### src/source/lcd_video_pkg.sv
/*
 * Shared sizes, raster timing, colours and types for the LCD display path.
 * Every RTL module of the video path takes this package by wildcard import.
 */

package lcd_video_pkg;

    ////////////////////////////////////////////////////////////
    // types
    ////////////////////////////////////////////////////////////

    typedef logic [7:0] column_t;    // one LCD column byte, bit 0 is top row
    typedef logic [5:0] contrast_t;
    typedef logic [1:0] bank_idx_t;
    typedef logic [9:0] bank_addr_t;
    typedef logic [7:0] intensity_t; // 0 = off colour, 255 = on colour

    typedef struct packed {
        logic [7:0] red;
        logic [7:0] green;
        logic [7:0] blue;
    } rgb_t;

    typedef struct packed {
        logic [6:0] x;  // column 0..95
        logic [2:0] y;  // byte row 0..7
    } lcd_req_t;

    typedef struct packed {
        logic [6:0] x;
        logic [5:0] y;
        logic       in_image;
    } raster_pos_t;

    typedef struct packed {
        rgb_t rgb;
        logic hs;
        logic vs;
        logic hblank;
        logic vblank;
    } video_out_t;

    ////////////////////////////////////////////////////////////
    // sizes and raster timing
    ////////////////////////////////////////////////////////////

    localparam int lcd_xsize  = 96;
    localparam int lcd_ysize  = 64;
    localparam int lcd_rows   = 8;    // rows of bytes
    localparam int bank_count = 4;
    localparam int bank_depth = 768;  // 96 columns x 8 byte rows
    localparam int pix_div    = 5;    // clk_sys cycles per pixel tick
    localparam int step_div   = 8;    // clk_sys cycles per capture step

    localparam logic [8:0] h_total       = 9'd407;
    localparam logic [8:0] v_total       = 9'd262;
    localparam logic [8:0] hs_start      = 9'd383;
    localparam logic [8:0] hs_end        = 9'd406;
    localparam logic [8:0] vs_first_line = 9'd1;
    localparam logic [8:0] vs_last_line  = 9'd3;
    localparam logic [8:0] h_start       = 9'd155; // image centred in raster
    localparam logic [8:0] v_start       = 9'd99;

    // sync idle, both blanks active
    localparam video_out_t video_reset =
        '{rgb: '0, hs: 1'b0, vs: 1'b0, hblank: 1'b1, vblank: 1'b1};

    ////////////////////////////////////////////////////////////
    // colours and contrast
    ////////////////////////////////////////////////////////////

    localparam rgb_t off_color = '{red: 8'hB7, green: 8'hCA, blue: 8'hB7};
    localparam rgb_t on_color  = '{red: 8'h04, green: 8'h16, blue: 8'h04};

    // per contrast setting: {light level, dark level}
    localparam intensity_t contrast_map [64][2] = '{
        '{8'd0, 8'd4},     '{8'd0, 8'd4},     '{8'd0, 8'd4},     '{8'd0, 8'd4},    // 00
        '{8'd0, 8'd6},     '{8'd0, 8'd11},    '{8'd0, 8'd17},    '{8'd0, 8'd24},   // 04
        '{8'd0, 8'd31},    '{8'd0, 8'd40},    '{8'd0, 8'd48},    '{8'd0, 8'd57},   // 08
        '{8'd0, 8'd67},    '{8'd0, 8'd77},    '{8'd0, 8'd88},    '{8'd0, 8'd99},   // 0c
        '{8'd0, 8'd110},   '{8'd0, 8'd122},   '{8'd0, 8'd133},   '{8'd0, 8'd146},  // 10
        '{8'd0, 8'd158},   '{8'd0, 8'd171},   '{8'd0, 8'd184},   '{8'd0, 8'd198},  // 14
        '{8'd0, 8'd212},   '{8'd0, 8'd226},   '{8'd0, 8'd240},   '{8'd0, 8'd255},  // 18
        '{8'd2, 8'd255},   '{8'd5, 8'd255},   '{8'd10, 8'd255},  '{8'd15, 8'd255}, // 1c
        '{8'd21, 8'd255},  '{8'd27, 8'd255},  '{8'd34, 8'd255},  '{8'd41, 8'd255}, // 20
        '{8'd48, 8'd255},  '{8'd56, 8'd255},  '{8'd64, 8'd255},  '{8'd73, 8'd255}, // 24
        '{8'd81, 8'd255},  '{8'd90, 8'd255},  '{8'd100, 8'd255}, '{8'd109, 8'd255},
        '{8'd119, 8'd255}, '{8'd129, 8'd255}, '{8'd139, 8'd255}, '{8'd149, 8'd255},
        '{8'd160, 8'd255}, '{8'd171, 8'd255}, '{8'd182, 8'd255}, '{8'd193, 8'd255},
        '{8'd204, 8'd255}, '{8'd216, 8'd255}, '{8'd228, 8'd255}, '{8'd240, 8'd255},
        '{8'd240, 8'd255}, '{8'd240, 8'd255}, '{8'd240, 8'd255}, '{8'd240, 8'd255},
        '{8'd240, 8'd255}, '{8'd240, 8'd255}, '{8'd240, 8'd255}, '{8'd240, 8'd255}
    };

endpackage

### src/source/lcd_capture_fsm.sv
/*
 * Capture sequencer. After a frame complete pulse it reads the LCD one
 * column byte per step and writes the image into the current write bank.
 * At the end of a sweep the finished bank becomes the read bank.
 */

`timescale 1ns/100ps

module lcd_capture_fsm
    import lcd_video_pkg::*;
(
    input  logic       clk_sys,
    input  logic       reset,
    input  logic       frame_complete,
    input  column_t    lcd_column,
    input  contrast_t  lcd_contrast,
    output lcd_req_t   lcd_req,
    output logic       capture_busy,
    output logic       wr_en,
    output bank_addr_t wr_addr,
    output bank_idx_t  wr_bank,
    output column_t    wr_column,
    output contrast_t  wr_contrast,
    output bank_idx_t  rd_bank
);

    typedef enum logic [1:0] {st_idle, st_armed, st_capture} state_t;

    state_t     state;
    logic [2:0] step_cnt;
    logic       step;

    assign step = (step_cnt == 3'(step_div - 1));

    // LCD answers in the same cycle, so data goes straight to the bank
    assign wr_en        = (state == st_capture) && step;
    assign wr_addr      = bank_addr_t'(lcd_req.y) * bank_addr_t'(lcd_xsize)
                        + bank_addr_t'(lcd_req.x);
    assign wr_column    = lcd_column;
    assign wr_contrast  = lcd_contrast;
    assign capture_busy = (state != st_idle);

    always_ff @(posedge clk_sys)
    begin
        if (reset)
        begin
            state    <= st_idle;
            step_cnt <= '0;
            lcd_req  <= '0;
            wr_bank  <= 2'd1;
            rd_bank  <= 2'd0;
        end
        else
        begin
            step_cnt <= step ? 3'd0 : step_cnt + 3'd1;

            case (state)
                st_idle:
                    if (frame_complete)
                        state <= st_armed;
                st_armed:
                    if (step)
                        state <= st_capture; // sweep starts on next step
                st_capture:
                    if (step)
                    begin
                        lcd_req.x <= lcd_req.x + 7'd1;
                        if (lcd_req.x == 7'(lcd_xsize - 1))
                        begin
                            lcd_req.x <= '0;
                            lcd_req.y <= lcd_req.y + 3'd1;
                            if (lcd_req.y == 3'(lcd_rows - 1))
                            begin
                                // last byte written, hand the bank over
                                state     <= st_idle;
                                lcd_req.y <= '0;
                                rd_bank   <= wr_bank;
                                wr_bank   <= wr_bank + 2'd1;
                            end
                        end
                    end
                default:
                    state <= st_idle;
            endcase
        end
    end

endmodule

### config.mk
export PLATFORM = sky130hd
export DESIGN_NAME = lcd_capture_fsm
export DESIGN_NICKNAME = d
export VERILOG_FILES = /design/src/source/lcd_video_pkg.sv /design/src/source/lcd_capture_fsm.sv
export SDC_FILE = /design/constraint.sdc
export NUM_CORES = 1
export LEC_CHECK = 0
export ABC_CLOCK_PERIOD_IN_PS = 5500
export BUFFER_PORTS_ARGS = -buffer_cell sky130_fd_sc_hd__buf_4
export CAP_MARGIN = 40
export CORE_MARGIN = 3
export CORE_UTILIZATION = 40
export DETAILED_ROUTE_END_ITERATION = 8
export MAX_ROUTING_LAYER = met4
export PLACE_DENSITY = 0.7
export SYNTH_ARGS = -nofsm -noshare
export SYNTH_HDL_FRONTEND = slang
export SYNTH_SLANG_ARGS = --single-unit
### constraint.sdc
create_clock -name clk_sys -period 5.5 [get_ports clk_sys]
set_clock_uncertainty 0.05 [all_clocks]
set_input_delay 1.1 -clock clk_sys [delete_from_list [all_inputs] [get_ports clk_sys]]
set_output_delay 1.1 -clock clk_sys [all_outputs]
set_load 0.03 [all_outputs]
# [After elaboration in Yosys (flattened, before gate mapping)]
# Cells that the tools add are included.
[word_totals] regBits=19 output_inout_bits=40 input_bits=17
[op_classes] n_reduce_logical=8 eq_ne=10 add_sub_neg=5 mux=8 n_mul=1
[ops] operator="$add 10x7->10" n=1
[ops] operator="$mux 10" n=1
[ops] operator="$mux 2" n=5
[ops] operator="$add 7x1->7 const B" n=1
[ops] operator="$eq 7x7->1 const B" n=1
[ops] operator="$add 3x1->3 const B" n=2
[ops] operator="$eq 3x3->1 const B" n=2
[ops] operator="$ne 2x2->1 const B" n=3
[ops] operator="$pmux 2 s3" n=1
[ops] operator="$mul 3x2->5 const B" n=1
[ops] operator="$reduce_and 5->1" n=1
[ops] operator="$ne 2x1->1 const B" n=2
[ops] operator="$reduce_and 4->1" n=1
[ops] operator="$mux 3" n=1
[ops] operator="$reduce_and 3->1" n=1
[ops] operator="$add 2x1->2 const B" n=1
[ops] operator="$eq 2x1->1 const B" n=1
[ops] operator="$eq 2x2->1 const B" n=1
[ops] operator="$logic_not 2->1" n=1
[ops] operator="$reduce_and 2->1" n=1
[ops] operator="$reduce_bool 2->1" n=1
[ops] operator="$reduce_or 2->1" n=1
[ops] operator="$logic_and 1x1->1" n=1

# [Logic depth before layout (Yosys ltp)]
[depth] depth_word=5 mapped_depth=7 depth_no_buf=5

# [Worst setup path after synthesis]
# No wires, ideal clock.
[synth_timing] path_type="register to output" start="register lcd_req[1] (netlist bit)" end="output wr_addr[9]" t_required_ps=4350 n_path_buf=0 arrival_ps=1930 path_slack_ps=2420 path_stages_with_launch=5 path_cell_list="dfxtp_1 -> ha_1 -> fa_1 -> nand3_1 -> xor2_1"
[synth_via] elab_chain_len=2
[synth_lines] item="start: declaration" line_no="lcd_capture_fsm.sv:17" rtl="output lcd_req_t lcd_req,"
[synth_lines] item="$mul 3x2->5" line_no="lcd_capture_fsm.sv:37" rtl="assign wr_addr = bank_addr_t'(lcd_req.y) * bank_addr_t'(lcd_xsize)"
[synth_lines] item="$add 10x7->10" line_no="lcd_capture_fsm.sv:38" rtl="+ bank_addr_t'(lcd_req.x);"
[synth_lines] item="end: declaration" line_no="lcd_capture_fsm.sv:20" rtl="output bank_addr_t wr_addr,"
# Every way passes these cells.

# [Final worst setup path]
[layout_timing] start="register lcd_req[0] (netlist bit)" end="output wr_addr[9]"
# Same word-level chain as after synthesis.

==> flow_summary.toml <==
[status]
outcome = "finished, final reports clean"

[floorplanning]
core_um2 = 2850
ioPinCount = 57
rows = 19
dieHeight_um = 61.8
dieWidth_um = 61.8
die_area_um2 = 3820
start_util_pct = 43.6

[grt]
grt_pass1_vias = 929
grt_use_total_pct = 14.6
grt_start_max_net_pins = 20
grt_pass1_wl_um = 4110
antenna_found_initial = 0
grt_overflow = 0

[clock_tree]
cts_hold_buffers = 0
cts_resized = 0
cts_root_buf = "clkbuf_4"
cts_tree = "yes"
cts_buffers = 3
cts_setup_buffers = 0
clock_latency_ns = 0.29
clk_pin_slew_ns = 0.10
htreeDepth = 1
cts_max_path_buffers = 2
cts_sinks = 19

[final_layout]
num-nets-final = 169
diodes = 0
final_cell_mix = "buf_4 (28), dfxtp_1 (19), ha_1 (9)"
final_util_pct = 46.9
layout_commonest_cell = "buf_4"
syn2layout_area_growth_pct = 7.44
layout-drive-gt1-share_pct = 27.1
fillers = 289

[sta]
finalCriticalPeriod_ns = 3.13
maxSlewViolCount = 0
max_freq_mhz = 319
rsz0062_at_grt = "false"
slew_headroom_pct = 73.9
finalSetupViolCount = 0
hold_viol = 0
tns_ns = 0
tightest_slew_ns = 0.392
period_share_pct = 57.0

[route]
postRouteAntennaNets = 0
drtIter0Drc = 19
wl_per_cell_um = 14.1
drtPass1Iterations = 4
routed-via-count = 951
drc = 0
drt_wl_total_um = 2410
routed_via_density = 5.56

[yosys]
synthArstFlopShare_pct = 0
synth_area_per_cell_um2 = 9.36
ys_seq_area_share_pct = 30.6
ys_seq_elements = 19
syn_inst = 133
synth_edf_count = 0
netlist_area_um2 = 1240
ys.flop_type = "dfxtp_1"
synth_cell_types = 41
yosys_warnings = 0
syn-num-nets = 161

[min_path]
hold_class = "flip-flop to flip-flop"

[place]
io_buffers = 28
post-dp-hpwl_um = 1810
routabilityCongestion = 0.787

[pwr]
p_switching_mw = 0.0485
p_leak_nw = 0.640
p_int_mw = 0.173
pwr-share-seq_pct = 64.0
worst_ir_drop_vdd_v = 0.000110
power_frac_clock_pct = 31.3
swShare_pct = 21.9
combPwrFrac_pct = 4.7
cellPowerDensity_nw_per_um2 = 166

[critical_path]
cp-start-kind = "flip-flop"
cp_max_fo = 5
end_kind = "primary output"
arrival_ns = 1.98
path_class = "flip-flop to primary output"
worst_ep_required_time_ns = 4.35

[run]
drv_cap = 0
## power by group through the flow
stage | Sequential [mW] | Clock [mW] | Combinational [mW]
after floorplan | 0.144 | 0 | 0.0280
after global placement | 0.145 | 0 | 0.0101
after detailed placement | 0.145 | 0 | 0.0105
after CTS | 0.142 | 0.0731 | 0.0106
after global routing | 0.142 | 0.0772 | 0.0119
final | 0.142 | 0.0695 | 0.0103
## cell usage after synthesis, drive strengths merged, types with 2 or more instances
| cell | count | area [um2] |
|---|---|---|
| nand3 | 2 | 10.0 |
| fa | 2 | 40.0 |
| nand4b | 4 | 35.0 |
| and3 | 2 | 12.5 |
| nand4 | 5 | 37.5 |
| inv | 5 | 18.8 |
| nand2b | 2 | 12.5 |
| or3 | 2 | 12.5 |
| ha | 9 | 113 |
| a21oi | 8 | 40.0 |
| nor3 | 5 | 36.3 |
| nor2 | 2 | 7.51 |
| nand2 | 3 | 11.3 |
| dfxtp | 19 | 380 |
| o21ai | 6 | 30.0 |
| mux2 | 2 | 22.5 |
| o31ai | 3 | 22.5 |
| xor2 | 5 | 43.8 |
| nor2b | 4 | 25.0 |
| buf | 24 | 179 |
| nor4 | 2 | 12.5 |
| nand3b | 3 | 22.5 |
## registers in the layout, summed over array words and instances, names as in the netlist
register,count
rd_bank,2
wr_bank,2
lcd_req,10
state,2
step_cnt,3
## logic make-up (layout without fill, tap and decap cells)
kind of cell               after synthesis  in the layout  synth area share (%)
AOI/OAI and AO/OA                       23             23                  11.8
xor gates and xnor gates                 6              6                  4.22
adders and majority gates               11             11                  12.3
buffers and inverters                   30             37                  16.2
DFF                                     19             19                  30.6
muxes                                    3              3                  2.61
and+or+nand+nor                         41             41                  22.4
## routing by layer
metal  global-route usage (%)  share of wire [%]  vias up
met5                        -                  0        -
met4                     3.94                1.6        0
met3                     5.17                5.8        7
met2                     23.8                 47       38
met1                     17.1                 45      438
li1                         -                  -      468
## critical path, stage by stage (launching register included)
cell	delay (ns)
dfxtp_1	0.37
ha_1	0.26
fa_1	0.39
xor2_1	0.22
nand3_1	0.12
xor2_1	0.15
buf_4	0.18
## path summary, 6_finish.rpt
kind                                   to                    start  cells after the start  slack [ns]
hold reg to reg    step_cnt[0]$_SDFF_PP0_   step_cnt[0]$_SDFF_PP0_                      1        0.39
setup reg to reg  lcd_req[0]$_SDFFE_PP0P_   step_cnt[0]$_SDFF_PP0_                      5        3.48
hold / removal     step_cnt[0]$_SDFF_PP0_   step_cnt[0]$_SDFF_PP0_                      1        0.39
setup / recovery               wr_addr[9]  lcd_req[0]$_SDFFE_PP0P_                      6        2.37
## through the flow
stage / hold WS, ns / worst slack (ns) / total power [mW] / cell area (um2) / cells
6_report: 0.393 / 2.37 / 0.222 / 1340 / 171
5_1_grt: 0.432 / 2.19 / 0.232 / 1340 / 171
2_1_floorplan: 0.356 / 2.42 / 0.172 / 1240 / 133
4_1_cts: 0.396 / 2.35 / 0.226 / 1340 / 171
3_5_place_dp: 0.377 / 2.69 / 0.156 / 1310 / 167
3_3_place_gp: 0.365 / 2.77 / 0.155 / 1310 / 167
## cell type report
type	instances	area, um2	share of cell area, %
clock buffers	4	26.3	1.96
inverters	5	18.8	1.40
multi-input cells	84	663	49.6
flip-flops and latches	19	380	28.4
well taps	31	38.8	2.90
repair buffers	28	210	15.7
Power figures use the tool's default switching activity.
