## config.mk

```make
export PLATFORM = sky130hd
export DESIGN_NAME = raster_timer
export DESIGN_NICKNAME = d
export VERILOG_FILES = /design/src/source/lcd_video_pkg.sv /design/src/source/raster_timer.sv
export SDC_FILE = /design/constraint.sdc
export NUM_CORES = 1
export LEC_CHECK = 0
export ABC_AREA = 1
export BUFFER_PORTS_ARGS = -buffer_cell sky130_fd_sc_hd__buf_2
export CORE_MARGIN = 2
export CORE_UTILIZATION = 40
export DETAILED_ROUTE_END_ITERATION = 8
export PLACE_DENSITY_LB_ADDON = 0.15
export SYNTH_ARGS = -nofsm -noshare
export SYNTH_HDL_FRONTEND = slang
export SYNTH_SLANG_ARGS = --single-unit
```

## constraint.sdc

```tcl
create_clock -name clk_sys -period 1.6 [get_ports clk_sys]
set_input_delay 0.24 -clock clk_sys [delete_from_list [all_inputs] [get_ports clk_sys]]
set_output_delay 0.24 -clock clk_sys [all_outputs]
set_load 0.01 [all_outputs]
```

## src/source/lcd_video_pkg.sv

```systemverilog
/*
 * Shared sizes, raster timing, colours and types for the LCD display path.
 * Every RTL module of the video path takes this package by wildcard import.
 */

package lcd_video_pkg;

    ////////////////////////////////////////////////////////////
    // types
    ////////////////////////////////////////////////////////////

    typedef logic [7:0] column_t;    // one LCD column byte, bit 0 is top row
    typedef logic [5:0] contrast_t;
    typedef logic [1:0] bank_idx_t;
    typedef logic [9:0] bank_addr_t;
    typedef logic [7:0] intensity_t; // 0 = off colour, 255 = on colour

    typedef struct packed {
        logic [7:0] red;
        logic [7:0] green;
        logic [7:0] blue;
    } rgb_t;

    typedef struct packed {
        logic [6:0] x;  // column 0..95
        logic [2:0] y;  // byte row 0..7
    } lcd_req_t;

    typedef struct packed {
        logic [6:0] x;
        logic [5:0] y;
        logic       in_image;
    } raster_pos_t;

    typedef struct packed {
        rgb_t rgb;
        logic hs;
        logic vs;
        logic hblank;
        logic vblank;
    } video_out_t;

    ////////////////////////////////////////////////////////////
    // sizes and raster timing
    ////////////////////////////////////////////////////////////

    localparam int lcd_xsize  = 96;
    localparam int lcd_ysize  = 64;
    localparam int lcd_rows   = 8;    // rows of bytes
    localparam int bank_count = 4;
    localparam int bank_depth = 768;  // 96 columns x 8 byte rows
    localparam int pix_div    = 5;    // clk_sys cycles per pixel tick
    localparam int step_div   = 8;    // clk_sys cycles per capture step

    localparam logic [8:0] h_total       = 9'd407;
    localparam logic [8:0] v_total       = 9'd262;
    localparam logic [8:0] hs_start      = 9'd383;
    localparam logic [8:0] hs_end        = 9'd406;
    localparam logic [8:0] vs_first_line = 9'd1;
    localparam logic [8:0] vs_last_line  = 9'd3;
    localparam logic [8:0] h_start       = 9'd155; // image centred in raster
    localparam logic [8:0] v_start       = 9'd99;

    // sync idle, both blanks active
    localparam video_out_t video_reset =
        '{rgb: '0, hs: 1'b0, vs: 1'b0, hblank: 1'b1, vblank: 1'b1};

    ////////////////////////////////////////////////////////////
    // colours and contrast
    ////////////////////////////////////////////////////////////

    localparam rgb_t off_color = '{red: 8'hB7, green: 8'hCA, blue: 8'hB7};
    localparam rgb_t on_color  = '{red: 8'h04, green: 8'h16, blue: 8'h04};

    // per contrast setting: {light level, dark level}
    localparam intensity_t contrast_map [64][2] = '{
        '{8'd0, 8'd4},     '{8'd0, 8'd4},     '{8'd0, 8'd4},     '{8'd0, 8'd4},    // 00
        '{8'd0, 8'd6},     '{8'd0, 8'd11},    '{8'd0, 8'd17},    '{8'd0, 8'd24},   // 04
        '{8'd0, 8'd31},    '{8'd0, 8'd40},    '{8'd0, 8'd48},    '{8'd0, 8'd57},   // 08
        '{8'd0, 8'd67},    '{8'd0, 8'd77},    '{8'd0, 8'd88},    '{8'd0, 8'd99},   // 0c
        '{8'd0, 8'd110},   '{8'd0, 8'd122},   '{8'd0, 8'd133},   '{8'd0, 8'd146},  // 10
        '{8'd0, 8'd158},   '{8'd0, 8'd171},   '{8'd0, 8'd184},   '{8'd0, 8'd198},  // 14
        '{8'd0, 8'd212},   '{8'd0, 8'd226},   '{8'd0, 8'd240},   '{8'd0, 8'd255},  // 18
        '{8'd2, 8'd255},   '{8'd5, 8'd255},   '{8'd10, 8'd255},  '{8'd15, 8'd255}, // 1c
        '{8'd21, 8'd255},  '{8'd27, 8'd255},  '{8'd34, 8'd255},  '{8'd41, 8'd255}, // 20
        '{8'd48, 8'd255},  '{8'd56, 8'd255},  '{8'd64, 8'd255},  '{8'd73, 8'd255}, // 24
        '{8'd81, 8'd255},  '{8'd90, 8'd255},  '{8'd100, 8'd255}, '{8'd109, 8'd255},
        '{8'd119, 8'd255}, '{8'd129, 8'd255}, '{8'd139, 8'd255}, '{8'd149, 8'd255},
        '{8'd160, 8'd255}, '{8'd171, 8'd255}, '{8'd182, 8'd255}, '{8'd193, 8'd255},
        '{8'd204, 8'd255}, '{8'd216, 8'd255}, '{8'd228, 8'd255}, '{8'd240, 8'd255},
        '{8'd240, 8'd255}, '{8'd240, 8'd255}, '{8'd240, 8'd255}, '{8'd240, 8'd255},
        '{8'd240, 8'd255}, '{8'd240, 8'd255}, '{8'd240, 8'd255}, '{8'd240, 8'd255}
    };

endpackage

```

## src/source/raster_timer.sv

```systemverilog
/*
 * Raster generator for a 407 x 262 pixel-tick frame with the 96 x 64 LCD
 * image centred in it. Gives the pixel enable, the image position one tick
 * after the counters, and sync and blanking two ticks after the counters.
 */

`timescale 1ns/100ps

module raster_timer
    import lcd_video_pkg::*;
(
    input  logic        clk_sys,
    input  logic        reset,
    output logic        pix_en,
    output raster_pos_t pos,
    output video_out_t  sync_d
);

    logic [2:0] div_cnt;
    logic [8:0] hpos;
    logic [8:0] vpos;
    logic [8:0] x_off;
    logic [8:0] y_off;
    logic       h_active;
    logic       v_active;
    video_out_t sync_now;
    video_out_t sync_q1;

    ////////////////////////////////////////////////////////////
    // pixel divider and counters
    ////////////////////////////////////////////////////////////

    assign pix_en = (div_cnt == 3'(pix_div - 1));

    always_ff @(posedge clk_sys)
    begin
        if (reset)
        begin
            div_cnt <= '0;
            hpos    <= '0;
            vpos    <= '0;
        end
        else
        begin
            div_cnt <= pix_en ? 3'd0 : div_cnt + 3'd1;

            if (pix_en)
            begin
                hpos <= hpos + 9'd1;
                if (hpos == h_total - 9'd1)
                begin
                    hpos <= '0;
                    vpos <= vpos + 9'd1;
                    if (vpos == v_total - 9'd1)
                        vpos <= '0; // frame wrap
                end
            end
        end
    end

    ////////////////////////////////////////////////////////////
    // window decode from the current counters
    ////////////////////////////////////////////////////////////

    assign x_off    = hpos - h_start;
    assign y_off    = vpos - v_start;
    assign h_active = (hpos >= h_start) && (hpos < h_start + 9'(lcd_xsize));
    assign v_active = (vpos >= v_start) && (vpos < v_start + 9'(lcd_ysize));

    always_comb
    begin
        sync_now        = video_reset;
        sync_now.hs     = (hpos >= hs_start) && (hpos <= hs_end);
        sync_now.vs     = (vpos >= vs_first_line) && (vpos <= vs_last_line);
        sync_now.hblank = !h_active;
        sync_now.vblank = !v_active;
    end

    // position goes to the bank read, sync waits for read + mixer
    always_ff @(posedge clk_sys)
    begin
        if (reset)
        begin
            pos     <= '0;
            sync_q1 <= video_reset;
            sync_d  <= video_reset;
        end
        else if (pix_en)
        begin
            pos.x        <= x_off[6:0];
            pos.y        <= y_off[5:0];
            pos.in_image <= h_active && v_active;
            sync_q1      <= sync_now;
            sync_d       <= sync_q1;
        end
    end

endmodule

```

==> After elaboration in Yosys (flattened, before gate mapping) <==
Cells that the tools add are included.
{ "word_totals": {"ff_bits": 43, "input_bits": 2} }
{ "op_classes": {"n_reduce_logical": 9, "eq_ne": 3, "muxes": 2, "order_cmp": 8, "addsub": 5} }
{ "ops": {"columns": ["cell", "count"], "rows": [
  ["adder 9 x 1 -> 9 bit (second input constant)", 2],
  ["== test 9 bit (second input constant)", 2],
  ["less-than comparator 9 x 8 -> 1 bit (second input constant)", 2],
  ["2-to-1 mux 9 bit", 2],
  ["greater-or-equal comparator 9 x 1 -> 1 bit (second input constant)", 1],
  ["greater-or-equal comparator 9 x 7 -> 1 bit (second input constant)", 1],
  ["greater-or-equal comparator 9 x 8 -> 1 bit (second input constant)", 1],
  ["greater-or-equal comparator 9 bit (second input constant)", 1],
  ["less-or-equal comparator 9 x 2 -> 1 bit (second input constant)", 1],
  ["less-or-equal comparator 9 bit (second input constant)", 1],
  ["subtractor 7 x 5 -> 7 bit (second input constant)", 1],
  ["subtractor 6 bit (second input constant)", 1],
  ["logical AND 1 bit", 5],
  ["adder 3 x 1 -> 3 bit (second input constant)", 1],
  ["== test 3 bit (second input constant)", 1],
  ["logical NOT 1 bit", 2],
  ["AND reduction 2 bit", 1],
  ["OR reduction 2 bit", 1]
]} }

==> Depth between registers and ports, before layout <==
Gate-level depths: netlist (run 1).
{ "depth": {"ltp_word": 3, "depth_mapped": 10, "mapped_depth_nobuf": 9} }

==> Worst setup path after synthesis (run 1) <==
OpenSTA, ideal clock, no wires.
{ "synth_path": {"kind": "flip-flop to flip-flop", "startpoint": "register div_cnt[0]", "endpoint": "register sync_q1[0] (netlist bit)", "slack_ns": 0.230, "path_stages_with_launch": 10, "synth_period_minus_slack_ns": 1.370, "setup_ns": 0.115, "arrival_time_ns": 1.254, "path_cell_list": "dfxtp_1 -> inv_1 -> ha_1 -> nand2_1 -> inv_2 -> nor2_4 -> inv_1 -> buf_2 -> o21ai_0 -> inv_1"} }
{ "synth_via": {"elab_chain_cells": 1} }
{ "synth_lines": {"columns": ["element", "line_no", "text"], "rows": [
  ["from (decl)", "raster_timer.sv:19", "logic [2:0] div_cnt;"],
  ["from (signal assigned)", "raster_timer.sv:45", "div_cnt <= pix_en ? 3'd0 : div_cnt + 3'd1;"],
  ["== test 3 bit", "raster_timer.sv:33", "assign pix_en = (div_cnt == 3'(pix_div - 1));"],
  ["via pix_en", "raster_timer.sv:14", "output logic pix_en,"],
  ["to (signal assigned)", "raster_timer.sv:85", "sync_q1 <= video_reset;"],
  ["to (signal assigned)", "raster_timer.sv:93", "sync_q1 <= sync_now;"],
  ["to (decl)", "raster_timer.sv:27", "video_out_t sync_q1;"]
]} }
The timed path passes the listed nets, and every way through them passes these cells.
A chain may end at the register's enable or synchronous reset.

==> Worst setup path in the final report (run 1) <==
{ "layout_path": {"startpoint": "register div_cnt[0]", "endpoint": "output port pix_en"} }
{ "layout_via": {"elab_chain_cells": 1} }
{ "layout_lines": {"columns": ["element", "line_no"], "rows": [
  ["== test 3 bit", "raster_timer.sv:33"],
  ["to (decl)", "raster_timer.sv:14"]
]} }
Every way passes these cells.

==> PnR_summary.wiki, run 1 <==
{| class="wikitable"
! Metric !! Value
|-
| Category of the worst setup path launch point || flip-flop
|-
| Endpoint type of the worst setup path || output port
|-
| DRC marker count from the first detailed-route iteration || 79
|-
| Power Density || 779.8 nW/µm²
|-
| Yosys Warn Count || 0
|-
| Max cap viols || 0
|-
| Total Routed Length || 5194 µm
|-
| Max FO, Critical Path || 7
|-
| Setup clock skew after layout || 0.01329 ns
|-
| Fraction of layout cells with a size suffix above 1 || 18.26%
|-
| Height of the chip || 81.15 µm
|-
| Vias post-DR || approximately 2000
|-
| Post-synth top cells || sky130_fd_sc_hd__nand2_1 (83), sky130_fd_sc_hd__dfxtp_1 (43), sky130_fd_sc_hd__inv_1 (34)
|-
| Clock tree from TritonCTS || done
|-
| Vias/cell || 4.609
|-
| Share of the clock period used by the worst path || a little over nine tenths
|-
| #FFs+latches synth || 43
|-
| Post-route minimum period || ~1.5 ns
|-
| Result of the run || finished clean
|-
| Sequential area share after synthesis || 36.15%
|-
| Worst stage delay on the critical path || between 0.3 and 0.4 ns
|-
| Critical path start-end classification || flip-flop to output port
|-
| Fin Hold WS || approximately 0.36 ns
|-
| Die outline area || ~6600 µm²
|-
| Wire length per cell after detailed routing || approximately 12 µm
|-
| Synthesis-to-layout area growth || 9.669%
|-
| Final-layout fill cell count || 601
|-
| # hold bufs at CTS || 0
|-
| Pin count of the biggest net entering global routing || 14
|-
| Global placer's final weighted congestion || 0.8491
|-
| Series of cell instances along the critical path || inv_1 > ha_1 > nand2_2 > inv_2 > buf_6 > buf_2
|-
| Final-stage net count || 374
|-
| Maximum number of buffers from clock root to sink || 2
|-
| H-tree levels || 2
|-
| Number of global-route vias before repair || 1832
|-
| Root Buffer || sky130_fd_sc_hd__clkbuf_8
|-
| Number of buffers inserted during clock tree synthesis || 5
|-
| Total of endpoints with negative setup slack in the final report || 0
|-
| Initial core utilization || 40.70%
|-
| IO Pins || 45
|-
| Final design instance area without fill || 2611 µm²
|-
| Required time of the critical path || 1.36 ns
|-
| Number of rows in the core area || 28
|-
| Post-Synthesis Cell Area || 2381 µm²
|-
| Final max-slew violation count || 0
|-
| EDFF count, synth || 0
|-
| Grt total ovfl || 0
|-
| Library cell with the highest instance count after synthesis || sky130_fd_sc_hd__nand2_1
|-
| Clk Latency, worst-skew pair || about 0.30 ns
|-
| Clock sink count || 43
|-
| Setup TNS || 0 ns
|-
| Worst ir drop on vdd || 0.0004161 V
|-
| Most used flip-flop cell after synthesis || sky130_fd_sc_hd__dfxtp_1
|-
| Register clock-pin slew on the reported worst setup and hold paths || 0.09 ns
|-
| Cell with the largest stage delay on the worst path || sky130_fd_sc_hd__dfxtp_2
|-
| Number of hold violations in the final report || 0
|-
| Die X-Extent || just over 80 µm
|-
| Synth Area per Inst || 7.024 µm²
|-
| Dominant cells by area after synthesis || sky130_fd_sc_hd__dfxtp_1 (36%), sky130_fd_sc_hd__nand2_1 (13%), sky130_fd_sc_hd__buf_4 (7.9%)
|-
| Core area || 5851 µm²
|-
| Standard cell area after detailed placement || 2491 µm²
|-
| Placed wire-length estimate || around 4000 µm
|-
| Initial DRT Pass Iterations || 4
|-
| Count of different cell masters after synthesis || 35
|-
| Wire length of the first global-routing pass || ~8600 µm
|-
| Area fraction of the dominant cell type after synthesis || 36.15%
|-
| Post-detailed-route DRC marker count || 0
|-
| Input/output buffers || 20
|-
| Gate count after technology mapping || around 340
|-
| GRT Resource Usage Total || 17.14%
|-
| Unrepaired setup endpoints after global routing || no
|-
| Arrival time at the worst endpoint || 1.29 ns
|-
| Library cell with the largest summed area after synthesis || sky130_fd_sc_hd__dfxtp_1
|-
| Number of diodes added for antenna fixing || 0
|-
| Number of antenna-violating nets in the routed design || 0
|-
| Number of antenna violations at the first check in global routing || 0
|-
| Leakage Power || 1.257 nW
|-
| Class of the tightest hold or removal check || input pin to flip-flop
|-
| Post-synth ARST share || 0%
|-
| Achievable frequency || 0.6536 GHz
|}
[worst max-delay path, delay by kind of cell (launching register included)]
kind / cells / cell delay [ns]
buffers and inverters: 4 / 0.37
flip-flops: 1 / 0.35
adder cells (fa/ha/maj): 1 / 0.19
AND/OR/NAND/NOR: 1 / 0.08
[state kept, by name, summed over array words and instances, names as in the netlist]
signal and cells:
div_cnt 3, hpos 9, pos 14, sync_d 4, sync_q1 4, vpos 9
[area by class of cell]
class | count | area, µm² | area share, %
clock buffer | 7 | 96.34 | 3.690
clock inverter | 1 | 7.507 | 0.2875
inverter | 46 | 177.7 | 6.804
multi-input combinational | 242 | 1209 | 46.29
sequential | 43 | 863.3 | 33.06
tap | 75 | 93.84 | 3.594
timing repair buffer | 28 | 163.9 | 6.277
[cell usage in the layout, fill, tap and decap left out]
master	n
sky130_fd_sc_hd__nand2_1	82
sky130_fd_sc_hd__dfxtp_1	41
sky130_fd_sc_hd__inv_1	34
sky130_fd_sc_hd__nor2_1	30
sky130_fd_sc_hd__nand3_1	24
sky130_fd_sc_hd__conb_1	24
sky130_fd_sc_hd__buf_2	20
sky130_fd_sc_hd__o21ai_0	16
sky130_fd_sc_hd__a21oi_1	12
sky130_fd_sc_hd__inv_2	11
sky130_fd_sc_hd__o21ai_1	7
sky130_fd_sc_hd__clkbuf_8	7
sky130_fd_sc_hd__buf_4	7
sky130_fd_sc_hd__ha_1	6
sky130_fd_sc_hd__nor2_2	5
sky130_fd_sc_hd__nand4_1	5
sky130_fd_sc_hd__xor2_1	5
sky130_fd_sc_hd__nor3_1	3
sky130_fd_sc_hd__nand2_2	2
sky130_fd_sc_hd__nor3_2	2
sky130_fd_sc_hd__nand3_2	2
sky130_fd_sc_hd__nand2_4	2
sky130_fd_sc_hd__nor2_4	2
sky130_fd_sc_hd__a31oi_1	2
sky130_fd_sc_hd__o211ai_1	2
sky130_fd_sc_hd__a22o_1	2
sky130_fd_sc_hd__dfxtp_2	2
sky130_fd_sc_hd__clkinv_4	1
sky130_fd_sc_hd__nor3_4	1
sky130_fd_sc_hd__and3_1	1
sky130_fd_sc_hd__a32o_1	1
sky130_fd_sc_hd__or2_2	1
sky130_fd_sc_hd__xnor2_1	1
sky130_fd_sc_hd__o21bai_1	1
sky130_fd_sc_hd__o22a_1	1
sky130_fd_sc_hd__clkinvlp_4	1
sky130_fd_sc_hd__buf_6	1
[power breakdown]
part	switching, mW	internal [mW]	total [mW]
registers	0.0124	1.09	1.10
clock network	0.394	0.393	0.787
logic	0.0994	0.0462	0.146
[worst paths after layout]
check	startpoint	end	slack, ns	depth (start not counted)
max	div_cnt[0]$_SDFF_PP0_	pix_en	0.07	6
min	reset	vpos[3]$_SDFFE_PP0P_	0.36	3
max reg2reg	div_cnt[0]$_SDFF_PP0_	hpos[7]$_SDFFE_PP0P_	0.14	8
min reg2reg	div_cnt[0]$_SDFF_PP0_	div_cnt[0]$_SDFF_PP0_	0.42	1
[per-stage QoR]
step	instances	utilization [%]	total power, mW	worst slack [ns]
final	442	44.63	2.036	0.07010
after global routing	442	44.63	2.134	0.005480
after CTS	441	44.38	2.054	0.004207
after detailed placement	433	42.58	1.269	0.1434
after global placement	433	42.58	1.267	0.2076
after floorplan	362	-	1.267	0.2304
[repair_timing]
action | CTS | global route
endpoints found under the setup margin | 1 | 1
buffers inserted | 0 | 1
resized for setup | 1 | 3
[logic make-up (layout without fill, tap and decap cells)]
logic type | count (synthesis) | after routing | share of synthesized area [%]
compound gates | 44 | 44 | 10.35
flops | 43 | 43 | 36.15
xor+xnor | 6 | 6 | 2.207
fa+ha+maj | 6 | 6 | 3.153
other cells | 1 | 24 | 0.1575
buf+inv | 77 | 82 | 16.82
simple gates | 162 | 162 | 31.16
[layer usage]
| metal | GRT usage (%) | wire length, µm | part of all wire, % |
|---|---|---|---|
| met3 | 4.333 | 175 | 3.4 |
| met5 | 0 | 0 | 0 |
| met1 | 21.46 | 2416 | 47 |
| met2 | 28.60 | 2513 | 48 |
| met4 | 5.932 | 89 | 1.7 |
Power figures use the tool's default switching activity.
==> run 2, diff against run 1 <==
--- a/config.mk
+++ b/config.mk
@@ -5,7 +5,7 @@
 export SDC_FILE = /design/constraint.sdc
 export NUM_CORES = 1
 export LEC_CHECK = 0
-export ABC_AREA = 1
+export ABC_AREA = 0
 export BUFFER_PORTS_ARGS = -buffer_cell sky130_fd_sc_hd__buf_2
 export CORE_MARGIN = 2
 export CORE_UTILIZATION = 40
==> run 2 against run 1 <==
Effect of this change: the flow now finishes with violations (negative setup slack); global-route usage grew 0.070 points; clock skew is 0.0024 ns lower; critical path type is now flip-flop to flip-flop; largest power group unchanged; final area rose by 15%.
==> PnR_summary.wiki, run 2 <==
{| class="wikitable"
! Metric !! Value
|-
| Setup clock skew after layout || 0.01084 ns (-0.002448 ns)
|-
| Number of buffers inserted during clock tree synthesis || 5 (unchanged)
|-
| Share of the clock period used by the worst path || 100.1% (+4.4 points)
|-
| Wire length per cell after detailed routing || 13.07 µm (+11%)
|-
| Height of the chip || 80.09 µm (-1.3%)
|-
| Most used flip-flop cell after synthesis || sky130_fd_sc_hd__dfxtp_1
|-
| Endpoint type of the worst setup path || flip-flop
|-
| Die outline area || 6414 µm² (-2.6%)
|-
| Number of hold violations in the final report || 0 (unchanged)
|-
| Initial core utilization || 41.80% (+1.1 points)
|-
| #FFs+latches synth || 43 (unchanged)
|-
| Final WS setup || -0.0009547 ns (-0.07106 ns)
|-
| Series of cell instances along the critical path || inv_4 > ha_4 > nand4bb_4 > or3_4 > or4_4 > a21oi_2
|-
| Critical path start-end classification || flip-flop to flip-flop
|-
| Yosys Warn Count || 0 (unchanged)
|-
| H-tree levels || 2 (unchanged)
|-
| Input/output buffers || 20 (unchanged)
|-
| Commonest cells after routing, fill and taps aside || sky130_fd_sc_hd__buf_4 (47), sky130_fd_sc_hd__dfxtp_1 (36), sky130_fd_sc_hd__nand2_1 (26)
|-
| Reg2Reg Depth || 6 (-2)
|-
| Vias/cell || 4.983 (+8.1%)
|-
| IO Pins || 45 (unchanged)
|-
| Worst hold path cell count || 2 (-1)
|-
| Category of the worst setup path launch point || flip-flop
|-
| Root Buffer || sky130_fd_sc_hd__clkbuf_8
|-
| Final Non-Filler Cells || 407 (-7.9%)
|-
| Initial DRT Pass Iterations || 5 (+1)
|-
| Count of different cell masters after synthesis || 48 (+37%)
|-
| Post-Synthesis Cell Area || 2316 µm² (-2.7%)
|-
| Crit Reg-Reg Endpoint || vpos[8]$_SDFFE_PP0P_
|-
| Register clock-pin slew on the reported worst setup and hold paths || 0.09 ns (about the same)
|-
| Number of global-route vias before repair || 1707 (-6.8%)
|-
| Post-synth top cells || sky130_fd_sc_hd__dfxtp_1 (43), sky130_fd_sc_hd__nand2_1 (27), sky130_fd_sc_hd__buf_4 (25)
|-
| Library cell with the largest summed area after synthesis || sky130_fd_sc_hd__dfxtp_1
|-
| Placed wire-length estimate || 3736 µm (-4.4%)
|-
| Worst stage delay on the critical path || 0.43 ns (+0.08 ns)
|-
| Worst ir drop on vdd || 0.0003487 V (-16%)
|-
| Number of diodes added for antenna fixing || 0 (unchanged)
|-
| Maximum number of buffers from clock root to sink || 2 (unchanged)
|-
| Flip-flop count of the largest register after layout || 14 (unchanged)
|-
| Number of antenna violations at the first check in global routing || 0 (unchanged)
|-
| Post-synth ARST share || 0% (unchanged)
|-
| Total Routed Length || 5320 µm (+2.4%)
|-
| End point of the worst hold path || div_cnt[2]$_SDFF_PP0_
|-
| Clk Latency, worst-skew pair || 0.30 ns (about the same)
|-
| Post-route minimum period || 1.601 ns (+0.07106 ns)
|-
| Final-stage net count || 342 (-8.6%)
|-
| Final max-slew violation count || 0 (unchanged)
|-
| GRT Resource Usage Total || 17.21% (+0.070 points)
|-
| Fraction of layout cells with a size suffix above 1 || 34.03% (+16 points)
|-
| Achievable frequency || 0.6246 GHz (-4.4%)
|-
| Vias post-DR || 2028 (-0.44%)
|-
| Unrepaired setup endpoints after global routing || yes
|-
| Library cell with the highest instance count after synthesis || sky130_fd_sc_hd__dfxtp_1
|-
| Max cap viols || 0 (unchanged)
|-
| Leakage Power || 1.258 nW (+0.12%)
|-
| Power Density || 656.6 nW/µm² (-16%)
|-
| Synth Area per Inst || 8.271 µm² (+18%)
|-
| Pin count of the biggest net entering global routing || 23 (+9)
|-
| EDFF count, synth || 0 (unchanged)
|-
| Gate count after technology mapping || 280 (-17%)
|-
| Worst flop-to-flop path startpoint || hpos[0]$_SDFFE_PP0P_
|-
| Sequential area share after synthesis || 37.17% (+1.0 points)
|-
| Number of antenna-violating nets in the routed design || 0 (unchanged)
|-
| Result of the run || complete, but fails checks
|-
| Clock sink count || 43 (unchanged)
|-
| Total of endpoints with negative setup slack in the final report || 1 (+1)
|-
| Number of rows in the core area || 27 (-3.6%)
|-
| Global placer's final weighted congestion || 0.8538 (+0.55%)
|-
| Synthesis-to-layout area growth || 29.71%
|-
| Required time of the critical path || 1.84 ns (+0.48 ns)
|-
| Flop2flop setup slack || -0.001 ns (-0.14 ns)
|-
| Dominant cells by area after synthesis || sky130_fd_sc_hd__dfxtp_1 (37%), sky130_fd_sc_hd__buf_4 (8.1%), sky130_fd_sc_hd__xnor2_1 (4.9%)
|-
| Biggest regs || pos x14, hpos x9, vpos x9
|-
| Wire length of the first global-routing pass || 8542 µm (-0.96%)
|-
| Die X-Extent || 80.09 µm (-1.3%)
|-
| Core area || 5540 µm² (-5.3%)
|-
| Class of the tightest hold or removal check || input pin to flip-flop
|-
| Count of placed standard cells including taps || 393 (-9.2%)
|-
| Most common cell after layout, fill and taps aside || sky130_fd_sc_hd__buf_4
|-
| Area fraction of the dominant cell type after synthesis || 37.17% (+1.0 points)
|-
| Register containing the most flip-flops in the final layout || pos
|-
| Arrival time at the worst endpoint || 1.84 ns (+0.55 ns)
|-
| DRC marker count from the first detailed-route iteration || 92 (+16%)
|-
| Violations in the final reports || negative setup slack
|-
| Source of the critical timing path || hpos[0]$_SDFFE_PP0P_
|-
| Post-detailed-route DRC marker count || 0 (unchanged)
|-
| Final-layout fill cell count || 518 (-14%)
|-
| Max FO, Critical Path || 6 (-1)
|-
| Setup TNS || -0.0009547 ns (-0.0009547 ns)
|-
| Grt total ovfl || 0 (unchanged)
|-
| Clock tree from TritonCTS || done
|-
| Hold path start || reset
|-
| Total power || 1.972 mW (-3.1%)
|-
| Cell with the largest stage delay on the worst path || sky130_fd_sc_hd__or4_4
|-
| # hold bufs at CTS || 0 (unchanged)
|}
-- run 2: worst max-delay path: cells and delay by family (launching register included) --
family	cells	cell delay, ns
AO/OA/AOI/OAI	1	0.11
adder cells (fa/ha/maj)	1	0.13
AND/OR/NAND/NOR	3	0.90
flip-flops	1	0.34
buffers and inverters	1	0.05
-- run 2: worst max path at each step --
stage                              end  slack (ns)
2_1_floorplan     vpos[8]$_SDFFE_PP0P_       -0.28
3_3_place_gp      vpos[8]$_SDFFE_PP0P_       -0.07
3_5_place_dp      vpos[8]$_SDFFE_PP0P_       -0.09
4_1_cts           vpos[8]$_SDFFE_PP0P_      -0.003
5_1_grt        sync_q1[0]$_SDFFE_PP1P_       -0.06
6_report          vpos[8]$_SDFFE_PP0P_      -0.001
-- run 2: cells by family (layout without fill, tap and decap cells) --
kind of cell | after synthesis | in the layout | share of synthesized area [%]
and+or+nand+nor | 99 | 99 | 22.91
AOI/OAI and AO/OA | 57 | 57 | 16.69
buffers and inverters | 57 | 89 | 13.40
DFF | 43 | 43 | 37.17
xor gates and xnor gates | 17 | 17 | 6.429
adders and majority gates | 6 | 6 | 3.241
other | 1 | 24 | 0.1619
-- run 2: routing by layer --
metal	track usage (%)	vias up	part of all wire [%]
met3	3.820	6	4.9
met2	26.58	56	47
met5	0	-	0
met4	5.593	0	1.1
li1	-	1029	-
met1	23.78	937	47
-- run 2: cell type report --
class                   count  area [µm²]  share of cell area [%]
clock buffers               6       72.57                   2.416
clock inverters             2       12.51                  0.4165
inverters                  10       47.55                   1.583
multi-input cells         203        1391                   46.31
flip-flops and latches     43       874.6                   29.11
well taps                  72       90.09                   2.999
repair buffers             71       515.5                   17.16
-- run 2: repair_timing --
item | CTS | global route
setup endpoints to repair | 13 | 15
buffers inserted | 3 | 3
gates cloned | 0 | 0
resized for setup | 26 | 20
pin swaps | 4 | 5
-- run 2: per-stage QoR --
step                setup WS [ns]  utilization, %  cell area [µm²]  hold slack [ns]
finish                 -0.0009547           54.22             3004           0.3238
global route             -0.05729           54.22             3004           0.3494
CTS                     -0.002719           52.24             2894           0.3252
detailed placement       -0.09270           48.69             2698           0.4438
global placement         -0.06647           48.69             2698           0.4373
floorplan                 -0.2759               -             2457           0.4270
-- run 2: power breakdown --
| part | total [mW] | internal, mW | switching (mW) |
|---|---|---|---|
| sequential | 1.10 | 1.09 | 0.0112 |
| combinational | 0.177 | 0.0694 | 0.108 |
| clock | 0.697 | 0.306 | 0.391 |
